### src/rtl/uart_pkg.sv
// Register map, FSM state encodings and AXI response codes shared by the UART
// Offsets are byte addresses on a 4-bit AXI4-Lite address bus
package uart_pkg;

  // Register byte offsets
  typedef enum logic [3:0] {
    REG_TXDATA = 4'h0,
    REG_RXDATA = 4'h4,
    REG_STATUS = 4'h8
  } reg_addr_e;

  typedef enum logic [1:0] {
    TX_IDLE,
    TX_START,
    TX_DATA,
    TX_STOP
  } tx_state_e;

  typedef enum logic [1:0] {
    RX_IDLE,
    RX_START,
    RX_DATA,
    RX_STOP
  } rx_state_e;

  typedef enum logic [1:0] {
    RESP_OKAY   = 2'b00,
    RESP_SLVERR = 2'b10
  } axi_resp_e;

  // Status word bit positions
  localparam int STAT_TX_FULL   = 0;
  localparam int STAT_TX_IDLE   = 1;
  localparam int STAT_RX_VALID  = 2;
  localparam int STAT_OVERRUN   = 3;
  localparam int STAT_FRAME_ERR = 4;

endpackage

### src/rtl/uart_fifo.sv
// Show-ahead byte FIFO, FIFO_DEPTH must be a power of two and at least 2
// Push while full and pop while empty are silently ignored
`timescale 1ns/1ps

module uart_fifo #(
  parameter int FIFO_DEPTH = 4
) (
  input  logic       clk_i,
  input  logic       rst_ni,
  input  logic       push_i,
  input  logic [7:0] wdata_i,
  input  logic       pop_i,
  output logic [7:0] rdata_o,
  output logic       full_o,
  output logic       empty_o
);

  localparam int AW = $clog2(FIFO_DEPTH);

  logic [7:0]  mem [FIFO_DEPTH];
  // Extra MSB tells a full buffer from an empty one
  logic [AW:0] wr_ptr;
  logic [AW:0] rd_ptr;
  logic        do_push;
  logic        do_pop;

  assign empty_o = (wr_ptr == rd_ptr);
  assign full_o  = (wr_ptr[AW] != rd_ptr[AW]) && (wr_ptr[AW-1:0] == rd_ptr[AW-1:0]);

  assign do_push = push_i && !full_o;
  assign do_pop  = pop_i && !empty_o;

  // Head entry is visible without a pop
  assign rdata_o = mem[rd_ptr[AW-1:0]];

  always_ff @(posedge clk_i) begin
    if (!rst_ni) begin
      wr_ptr <= '0;
      rd_ptr <= '0;
    end else begin
      if (do_push) begin
        wr_ptr <= wr_ptr + 1'b1;
      end
      if (do_pop) begin
        rd_ptr <= rd_ptr + 1'b1;
      end
    end
  end

  // Storage array
  always_ff @(posedge clk_i) begin
    if (do_push) begin
      mem[wr_ptr[AW-1:0]] <= wdata_i;
    end
  end

endmodule

### src/rtl/uart_tx.sv
// 8N1 serializer, one bit lasts CLKS_PER_BIT cycles (even, at least 4)
// Pops its FIFO while idle, the start bit follows on the next cycle
`timescale 1ns/1ps

module uart_tx #(
  parameter int CLKS_PER_BIT = 8
) (
  input  logic       clk_i,
  input  logic       rst_ni,
  input  logic       fifo_empty_i,
  input  logic [7:0] fifo_data_i,
  output logic       fifo_pop_o,
  output logic       busy_o,
  output logic       tx_o
);

  import uart_pkg::*;

  localparam int CNT_W = $clog2(CLKS_PER_BIT);
  localparam logic [CNT_W-1:0] CNT_LAST = CNT_W'(CLKS_PER_BIT - 1);

  tx_state_e        state;
  logic [CNT_W-1:0] cnt;
  logic [2:0]       bit_idx;
  logic [7:0]       shreg;

  assign fifo_pop_o = (state == TX_IDLE) && !fifo_empty_i;
  assign busy_o     = (state != TX_IDLE);

  always_ff @(posedge clk_i) begin
    if (!rst_ni) begin
      state   <= TX_IDLE;
      cnt     <= '0;
      bit_idx <= '0;
      tx_o    <= 1'b1;
    end else begin
      case (state)
        TX_IDLE: begin
          tx_o <= 1'b1;
          if (!fifo_empty_i) begin
            state <= TX_START;
            cnt   <= '0;
            tx_o  <= 1'b0;
          end
        end
        TX_START: begin
          cnt <= cnt + 1'b1;
          if (cnt == CNT_LAST) begin
            cnt     <= '0;
            bit_idx <= '0;
            state   <= TX_DATA;
            tx_o    <= shreg[0];
          end
        end
        TX_DATA: begin
          cnt <= cnt + 1'b1;
          if (cnt == CNT_LAST) begin
            cnt <= '0;
            if (bit_idx == 3'd7) begin
              state <= TX_STOP;
              tx_o  <= 1'b1;
            end else begin
              bit_idx <= bit_idx + 1'b1;
              tx_o    <= shreg[1];
            end
          end
        end
        TX_STOP: begin
          cnt <= cnt + 1'b1;
          // Back to idle, a new byte can pop on the following cycle
          if (cnt == CNT_LAST) begin
            state <= TX_IDLE;
          end
        end
        default: state <= TX_IDLE;
      endcase
    end
  end

  // Byte shift register, LSB goes out first
  always_ff @(posedge clk_i) begin
    if (fifo_pop_o) begin
      shreg <= fifo_data_i;
    end else if (state == TX_DATA && cnt == CNT_LAST) begin
      shreg <= {1'b0, shreg[7:1]};
    end
  end

endmodule

### src/rtl/uart_rx.sv
// 8N1 deserializer with a two-flop input synchronizer, CLKS_PER_BIT even, >= 4
// A new frame starts only on a falling edge, so a low line after a bad stop bit is ignored
`timescale 1ns/1ps

module uart_rx #(
  parameter int CLKS_PER_BIT = 8
) (
  input  logic       clk_i,
  input  logic       rst_ni,
  input  logic       rx_i,
  output logic [7:0] byte_o,
  output logic       byte_valid_o,
  output logic       frame_err_o
);

  import uart_pkg::*;

  localparam int CNT_W = $clog2(CLKS_PER_BIT);
  localparam logic [CNT_W-1:0] CNT_LAST = CNT_W'(CLKS_PER_BIT - 1);
  localparam logic [CNT_W-1:0] CNT_HALF = CNT_W'(CLKS_PER_BIT / 2 - 1);

  rx_state_e        state;
  logic [CNT_W-1:0] cnt;
  logic [2:0]       bit_idx;
  logic [7:0]       shreg;
  logic             rx_meta;
  logic             rx_sync;
  logic             rx_prev;

  assign byte_o = shreg;

  // Idle line level is high, also straight out of reset
  always_ff @(posedge clk_i) begin
    if (!rst_ni) begin
      rx_meta <= 1'b1;
      rx_sync <= 1'b1;
      rx_prev <= 1'b1;
    end else begin
      rx_meta <= rx_i;
      rx_sync <= rx_meta;
      rx_prev <= rx_sync;
    end
  end

  always_ff @(posedge clk_i) begin
    if (!rst_ni) begin
      state        <= RX_IDLE;
      cnt          <= '0;
      bit_idx      <= '0;
      byte_valid_o <= 1'b0;
      frame_err_o  <= 1'b0;
    end else begin
      byte_valid_o <= 1'b0;
      frame_err_o  <= 1'b0;
      case (state)
        RX_IDLE: begin
          if (rx_prev && !rx_sync) begin
            state <= RX_START;
            cnt   <= '0;
          end
        end
        RX_START: begin
          cnt <= cnt + 1'b1;
          // Half a bit in, the line must still be low
          if (cnt == CNT_HALF) begin
            cnt     <= '0;
            bit_idx <= '0;
            state   <= rx_sync ? RX_IDLE : RX_DATA;
          end
        end
        RX_DATA: begin
          cnt <= cnt + 1'b1;
          if (cnt == CNT_LAST) begin
            cnt     <= '0;
            bit_idx <= bit_idx + 1'b1;
            if (bit_idx == 3'd7) begin
              state <= RX_STOP;
            end
          end
        end
        RX_STOP: begin
          cnt <= cnt + 1'b1;
          if (cnt == CNT_LAST) begin
            state        <= RX_IDLE;
            byte_valid_o <= rx_sync;
            frame_err_o  <= !rx_sync;
          end
        end
        default: state <= RX_IDLE;
      endcase
    end
  end

  // Mid-bit samples enter at the top, first bit ends up in bit 0
  always_ff @(posedge clk_i) begin
    if (state == RX_DATA && cnt == CNT_LAST) begin
      shreg <= {rx_sync, shreg[7:1]};
    end
  end

endmodule

### src/rtl/uart_axil_regs.sv
// AXI4-Lite slave for the UART data and status registers
// One outstanding write and one outstanding read, only byte lane 0 is used
`timescale 1ns/1ps

module uart_axil_regs (
  input  logic        clk_i,
  input  logic        rst_ni,
  input  logic [3:0]  awaddr_i,
  input  logic        awvalid_i,
  output logic        awready_o,
  input  logic [31:0] wdata_i,
  input  logic [3:0]  wstrb_i,
  input  logic        wvalid_i,
  output logic        wready_o,
  output logic [1:0]  bresp_o,
  output logic        bvalid_o,
  input  logic        bready_i,
  input  logic [3:0]  araddr_i,
  input  logic        arvalid_i,
  output logic        arready_o,
  output logic [31:0] rdata_o,
  output logic [1:0]  rresp_o,
  output logic        rvalid_o,
  input  logic        rready_i,
  output logic        tx_push_o,
  output logic [7:0]  tx_wdata_o,
  input  logic        tx_full_i,
  input  logic        tx_empty_i,
  input  logic        tx_busy_i,
  output logic        rx_pop_o,
  input  logic [7:0]  rx_rdata_i,
  input  logic        rx_empty_i,
  input  logic        rx_full_i,
  input  logic        rx_byte_valid_i,
  input  logic        rx_frame_err_i
);

  import uart_pkg::*;

  logic        wr_accept;
  logic        rd_accept;
  logic        wr_lane0;
  logic        stat_clr;
  logic        overrun_q;
  logic        frame_err_q;
  logic [31:0] status_word;

  // Address and data must arrive together, and the previous response must be taken
  assign wr_accept = awvalid_i && wvalid_i && !bvalid_o;
  assign awready_o = wr_accept;
  assign wready_o  = wr_accept;
  assign rd_accept = arvalid_i && !rvalid_o;
  assign arready_o = rd_accept;
  assign wr_lane0  = wstrb_i[0];

  assign tx_push_o  = wr_accept && (awaddr_i == REG_TXDATA) && wr_lane0 && !tx_full_i;
  assign tx_wdata_o = wdata_i[7:0];
  assign rx_pop_o   = rd_accept && (araddr_i == REG_RXDATA) && !rx_empty_i;
  assign stat_clr   = wr_accept && (awaddr_i == REG_STATUS) && wr_lane0;

  always_comb begin
    status_word                 = '0;
    status_word[STAT_TX_FULL]   = tx_full_i;
    status_word[STAT_TX_IDLE]   = !tx_busy_i && tx_empty_i;
    status_word[STAT_RX_VALID]  = !rx_empty_i;
    status_word[STAT_OVERRUN]   = overrun_q;
    status_word[STAT_FRAME_ERR] = frame_err_q;
  end

  // Write response channel
  always_ff @(posedge clk_i) begin
    if (!rst_ni) begin
      bvalid_o <= 1'b0;
      bresp_o  <= RESP_OKAY;
    end else if (wr_accept) begin
      bvalid_o <= 1'b1;
      case (awaddr_i)
        REG_TXDATA: bresp_o <= (wr_lane0 && tx_full_i) ? RESP_SLVERR : RESP_OKAY;
        REG_STATUS: bresp_o <= RESP_OKAY;
        default:    bresp_o <= RESP_SLVERR;
      endcase
    end else if (bready_i) begin
      bvalid_o <= 1'b0;
    end
  end

  // Read data channel, handshake state
  always_ff @(posedge clk_i) begin
    if (!rst_ni) begin
      rvalid_o <= 1'b0;
    end else if (rd_accept) begin
      rvalid_o <= 1'b1;
    end else if (rready_i) begin
      rvalid_o <= 1'b0;
    end
  end

  // Read payload, held until the next accepted read
  always_ff @(posedge clk_i) begin
    if (rd_accept) begin
      case (araddr_i)
        REG_RXDATA: begin
          rdata_o <= rx_empty_i ? 32'h0 : {24'h0, rx_rdata_i};
          rresp_o <= rx_empty_i ? RESP_SLVERR : RESP_OKAY;
        end
        REG_STATUS: begin
          rdata_o <= status_word;
          rresp_o <= RESP_OKAY;
        end
        default: begin
          rdata_o <= 32'h0;
          rresp_o <= RESP_SLVERR;
        end
      endcase
    end
  end

  // Sticky error flags, a new event wins over a clear in the same cycle
  always_ff @(posedge clk_i) begin
    if (!rst_ni) begin
      overrun_q   <= 1'b0;
      frame_err_q <= 1'b0;
    end else begin
      if (rx_byte_valid_i && rx_full_i) begin
        overrun_q <= 1'b1;
      end else if (stat_clr && wdata_i[STAT_OVERRUN]) begin
        overrun_q <= 1'b0;
      end
      if (rx_frame_err_i) begin
        frame_err_q <= 1'b1;
      end else if (stat_clr && wdata_i[STAT_FRAME_ERR]) begin
        frame_err_q <= 1'b0;
      end
    end
  end

endmodule

### src/rtl/uart_top.sv
// Memory-mapped 8N1 UART with an AXI4-Lite slave port
// Bit time is fixed by CLKS_PER_BIT, FIFO_DEPTH must be a power of two
`timescale 1ns/1ps

module uart_top #(
  parameter int CLKS_PER_BIT = 8,
  parameter int FIFO_DEPTH   = 4
) (
  input  logic        clk_i,
  input  logic        rst_ni,
  input  logic [3:0]  awaddr_i,
  input  logic        awvalid_i,
  output logic        awready_o,
  input  logic [31:0] wdata_i,
  input  logic [3:0]  wstrb_i,
  input  logic        wvalid_i,
  output logic        wready_o,
  output logic [1:0]  bresp_o,
  output logic        bvalid_o,
  input  logic        bready_i,
  input  logic [3:0]  araddr_i,
  input  logic        arvalid_i,
  output logic        arready_o,
  output logic [31:0] rdata_o,
  output logic [1:0]  rresp_o,
  output logic        rvalid_o,
  input  logic        rready_i,
  input  logic        rx_i,
  output logic        tx_o
);

  logic       tx_push;
  logic [7:0] tx_wdata;
  logic       tx_pop;
  logic [7:0] tx_head;
  logic       tx_full;
  logic       tx_empty;
  logic       tx_busy;
  logic       rx_pop;
  logic [7:0] rx_head;
  logic       rx_full;
  logic       rx_empty;
  logic [7:0] rx_byte;
  logic       rx_byte_valid;
  logic       rx_frame_err;

  uart_axil_regs u_regs (
    .clk_i           (clk_i),
    .rst_ni          (rst_ni),
    .awaddr_i        (awaddr_i),
    .awvalid_i       (awvalid_i),
    .awready_o       (awready_o),
    .wdata_i         (wdata_i),
    .wstrb_i         (wstrb_i),
    .wvalid_i        (wvalid_i),
    .wready_o        (wready_o),
    .bresp_o         (bresp_o),
    .bvalid_o        (bvalid_o),
    .bready_i        (bready_i),
    .araddr_i        (araddr_i),
    .arvalid_i       (arvalid_i),
    .arready_o       (arready_o),
    .rdata_o         (rdata_o),
    .rresp_o         (rresp_o),
    .rvalid_o        (rvalid_o),
    .rready_i        (rready_i),
    .tx_push_o       (tx_push),
    .tx_wdata_o      (tx_wdata),
    .tx_full_i       (tx_full),
    .tx_empty_i      (tx_empty),
    .tx_busy_i       (tx_busy),
    .rx_pop_o        (rx_pop),
    .rx_rdata_i      (rx_head),
    .rx_empty_i      (rx_empty),
    .rx_full_i       (rx_full),
    .rx_byte_valid_i (rx_byte_valid),
    .rx_frame_err_i  (rx_frame_err)
  );

  uart_fifo #(
    .FIFO_DEPTH (FIFO_DEPTH)
  ) u_tx_fifo (
    .clk_i   (clk_i),
    .rst_ni  (rst_ni),
    .push_i  (tx_push),
    .wdata_i (tx_wdata),
    .pop_i   (tx_pop),
    .rdata_o (tx_head),
    .full_o  (tx_full),
    .empty_o (tx_empty)
  );

  uart_tx #(
    .CLKS_PER_BIT (CLKS_PER_BIT)
  ) u_tx (
    .clk_i        (clk_i),
    .rst_ni       (rst_ni),
    .fifo_empty_i (tx_empty),
    .fifo_data_i  (tx_head),
    .fifo_pop_o   (tx_pop),
    .busy_o       (tx_busy),
    .tx_o         (tx_o)
  );

  uart_rx #(
    .CLKS_PER_BIT (CLKS_PER_BIT)
  ) u_rx (
    .clk_i        (clk_i),
    .rst_ni       (rst_ni),
    .rx_i         (rx_i),
    .byte_o       (rx_byte),
    .byte_valid_o (rx_byte_valid),
    .frame_err_o  (rx_frame_err)
  );

  // A byte that arrives while the FIFO is full is dropped here and flagged as overrun
  uart_fifo #(
    .FIFO_DEPTH (FIFO_DEPTH)
  ) u_rx_fifo (
    .clk_i   (clk_i),
    .rst_ni  (rst_ni),
    .push_i  (rx_byte_valid),
    .wdata_i (rx_byte),
    .pop_i   (rx_pop),
    .rdata_o (rx_head),
    .full_o  (rx_full),
    .empty_o (rx_empty)
  );

endmodule

### config.mk
export PLATFORM = sky130hd
export DESIGN_NAME = uart_top
export DESIGN_NICKNAME = d
export VERILOG_FILES = /design/src/rtl/uart_pkg.sv /design/src/rtl/uart_fifo.sv /design/src/rtl/uart_tx.sv /design/src/rtl/uart_rx.sv /design/src/rtl/uart_axil_regs.sv /design/src/rtl/uart_top.sv
export SDC_FILE = /design/constraint.sdc
export NUM_CORES = 1
export LEC_CHECK = 0
export ABC_AREA = 1
export CAP_MARGIN = 15
export CORE_MARGIN = 3
export CORE_UTILIZATION = 54
export DETAILED_ROUTE_END_ITERATION = 12
export DONT_BUFFER_PORTS = 1
export PLACE_DENSITY = 0.72
export SLEW_MARGIN = 25
export SYNTH_ARGS = -nofsm -noshare
export SYNTH_HDL_FRONTEND = slang
export SYNTH_SLANG_ARGS = --single-unit
### constraint.sdc
create_clock -name clk_i -period 1.6 [get_ports clk_i]
set_input_delay 0.16 -clock clk_i [delete_from_list [all_inputs] [get_ports clk_i]]
set_output_delay 0.16 -clock clk_i [all_outputs]
set_load 0.05 [all_outputs]
==> run metrics <==
status finished, final reports clean; Initial DRT Pass Iterations 5; DRT Wirelength roughly 12000 um; routability cong. roughly 0.81; chip height 111 um; P per Cell Area between 1000 and 1500 nW/um^2; hold depth 3; Reg power frac 39.2%; Iteration-0 DRC Markers about 260; I/O Pins 94; routed via count 4267; CTS max path bufs 2; most frequent cells in the layout 103 x nand2_1, 89 x edfxtp_1, 70 x nor2_1, 52 x inv_1, 38 x buf_4; flop2flop setup slack between 0.05 and 0.06 ns; Tmin final between 1.5 and 2 ns; P_sw ~3.3 mW; relative slew slack about 46%; Clock power frac 37.1%; post-route cell area 7220 um^2; Layout Area Growth over Synthesis 21.9%; Syn Inst Count a little under 600; drt via density 5.29; clk sinks ~130; initial antenna violation count 0; Worst Hold Endpoint u_regs.rdata_o[3]; hpwl dp just over 8000 um; Antenna Cells 0; CP max-delay cell dfxtp_1; YS warnings 0; Inserted Clock Buffers 17; Setup Skew approximately 0.0093 ns; Mean Syn Cell Area around 10 um^2; die area 12300 um^2; vias in the first global route 4236; Worst Reg-to-Reg Cells 4; RSZ-0062 raised after global routing true; Hold WS 0.00377 ns; GR Overflow Total 0; Hold Crit Class input pin to flip-flop; leakage about 2.9 nW; clock-pin slew on the worst setup and hold paths ~0.060 ns; DRC viols 0; CP Cell Sequence xnor2_2, nand3_2, nand2_2, nor2_2; Port Buffer Count 0; RR Endpoint u_rx_fifo.mem[2][4]; largest net degree at the start of global routing 24; Period Utilization, post-route between 90% and 100%; Worst EP required ~1.8 ns; Least-Margin Pin Slew a little over 0.8 ns; CP Class flip-flop to flip-flop; crit-path max cell delay ~0.44 ns; root buffer cell clkbuf_8; switching share of power 31.1%; width of the die approximately 110 um; synthesized cell area slightly below 6000 um^2; Max-Cap Viols 0; Max H-tree Level 4; reg2reg start u_rx_fifo.wr_ptr[0]; Setup violations, final 0; core area approximately 11000 um^2; crit-path max FO 8; Seq cells post-synth about 130; first-pass GRT wire length slightly above 20000 um; CTS tree done; Pwr Total 10.8 mW; placed cell area around 6300 um^2; CP Buf/Inv Count 0; CP arrival ~1.7 ns; most common cell after layout, fill and taps aside nand2_1; Clk Latency, worst-skew pair 0.52 ns; startpoint types flip-flop; Post-DRT Antenna Nets 0; Initial Util 56.3%; Comb pwr share roughly a quarter; Worst Hold Launch araddr_i[1]; # rows 37; Final Util between 60% and 70%; layout cells sized above 1 roughly 18%; Max Slew Vio Count 0; drt wl/cell approximately 16 um; Fillers between 700 and 800; final hold vios 0; GRT Resource Usage Total a little over a fifth; Pint between 7 and 8 mW; worst vdd ir roughly 1.1 mV; Largest delay share family, worst path simple AND/OR/NAND/NOR gates; f_max 0.649 GHz; Final nets between 700 and 800; CP endpoint kind flip-flop; register area share after synthesis 59.7%; post-synth cell types 31
cell type report:
class,instances,area [um^2],area share [%]
flip-flops and latches,132,3540,49.1
clock inverters,12,181,2.51
inverters,55,213,2.95
repair buffers,62,572,7.92
clock buffers,20,425,5.89
well taps,136,170,2.36
multi-input cells,389,2120,29.3
tightest hold or removal path, cell delays in order:
cell     delay [ns]
nor2_2         0.04
nand3_1        0.07
o21ai_0        0.07
routing by layer:
layer / vias to the layer above / wire length (um) / GRT usage, %
met3: 14 / 769 / 5.79
met5: - / 0 / 0
li1: 2067 / - / -
met4: 0 / 136 / 5.99
met1: 2038 / 5380 / 26.7
met2: 148 / 6210 / 34.8
power by group through the flow:
| stage | clock, mW | sequential [mW] | combinational (mW) |
|---|---|---|---|
| after floorplan | 0 | 4.27 | 1.70 |
| after global placement | 0 | 4.24 | 2.20 |
| after detailed placement | 0 | 4.26 | 2.29 |
| after CTS | 4.03 | 4.20 | 2.40 |
| after global routing | 4.22 | 4.24 | 2.88 |
| final | 3.99 | 4.21 | 2.55 |
per-stage QoR:
stage               setup TNS, ns  setup slack (ns)  instances
floorplan                       0            0.0103        613
global placement           -0.557           -0.0375        751
detailed placement          -2.61            -0.122        751
CTS                         -3.04            -0.132        804
global route               -0.596           -0.0410        806
finish                          0            0.0596        806
cell usage after synthesis:
master    instances  area, um^2
inv_2             1        3.75
nand3_2           3        30.0
buf_2             6        30.0
a21oi_1          32         160
a21boi_0          1        7.51
ha_1             29         363
buf_6             1        11.3
nand2_2           4        25.0
nand4_1           7        43.8
nand3b_1          2        15.0
o22ai_1          10        62.6
nand2_4           1        11.3
nor3_1            2        10.0
or2_2             4        25.0
a22oi_1           1        7.51
nor2_1           81         304
a21oi_2           1        8.76
inv_1            54         203
buf_4            27         203
o21ai_0          36         180
xor2_1            4        35.0
nand2_1         104         390
xnor2_2           2        32.5
xnor2_1           2        17.5
conb_1            1        3.75
clkbuf_1          3        11.3
edfxtp_1         89        2670
nor2_2            3        18.8
nand3_1          33         165
dfxtp_1          43         861
o211ai_1          1        7.51
flip-flops by register name, indices dropped and copies added (netlist names), 2 cells and up, named ones only:
signal	cells
u_rx.bit_idx	3
u_tx.bit_idx	3
u_rx_fifo.wr_ptr	3
u_tx.shreg	8
u_rx_fifo.mem	32
u_rx.byte_o	8
u_tx.cnt	3
u_tx_fifo.wr_ptr	3
u_rx_fifo.rd_ptr	3
u_regs.rdata_o	8
u_rx.cnt	3
u_tx.state	2
u_tx_fifo.mem	32
u_tx_fifo.rd_ptr	3
what timing repair did:
| action | in CTS | in global routing |
|---|---|---|
| resized for setup | 9 | 22 |
| setup endpoints to repair | 45 | 88 |
| hold endpoints to repair | 60 | 0 |
| gates cloned | 0 | 0 |
| pin swaps | 3 | 5 |
| hold buffers | 18 | 0 |
| buffers inserted | 3 | 2 |
worst max-delay path by stage:
stage,start,to,slack [ns],cells past startpoint
after floorplan,u_regs.bvalid_o,u_tx_fifo.mem[0][0],0.01,5
after global placement,u_rx_fifo.wr_ptr[0],u_rx_fifo.mem[3][6],-0.04,4
after detailed placement,u_rx_fifo.wr_ptr[0],u_rx_fifo.mem[3][6],-0.12,4
after CTS,u_rx_fifo.wr_ptr[0],u_rx_fifo.mem[3][1],-0.13,4
after global routing,u_rx_fifo.wr_ptr[0],u_rx_fifo.mem[2][4],-0.04,4
final,u_rx_fifo.wr_ptr[0],u_rx_fifo.mem[2][4],0.06,4
cells by family (layout without fill, tap and decap cells):
| family | Yosys count | after routing | share of synthesized area, % |
|---|---|---|---|
| AO/OA/AOI/OAI | 82 | 82 | 7.33 |
| other | 1 | 26 | 0.0634 |
| buffers and inverters | 92 | 149 | 7.80 |
| XOR/XNOR | 8 | 8 | 1.44 |
| AND/OR/NAND/NOR | 244 | 244 | 17.5 |
| adder cells (fa/ha/maj) | 29 | 29 | 6.13 |
| flip-flops | 132 | 132 | 59.7 |
Power figures use the tool's default switching activity.
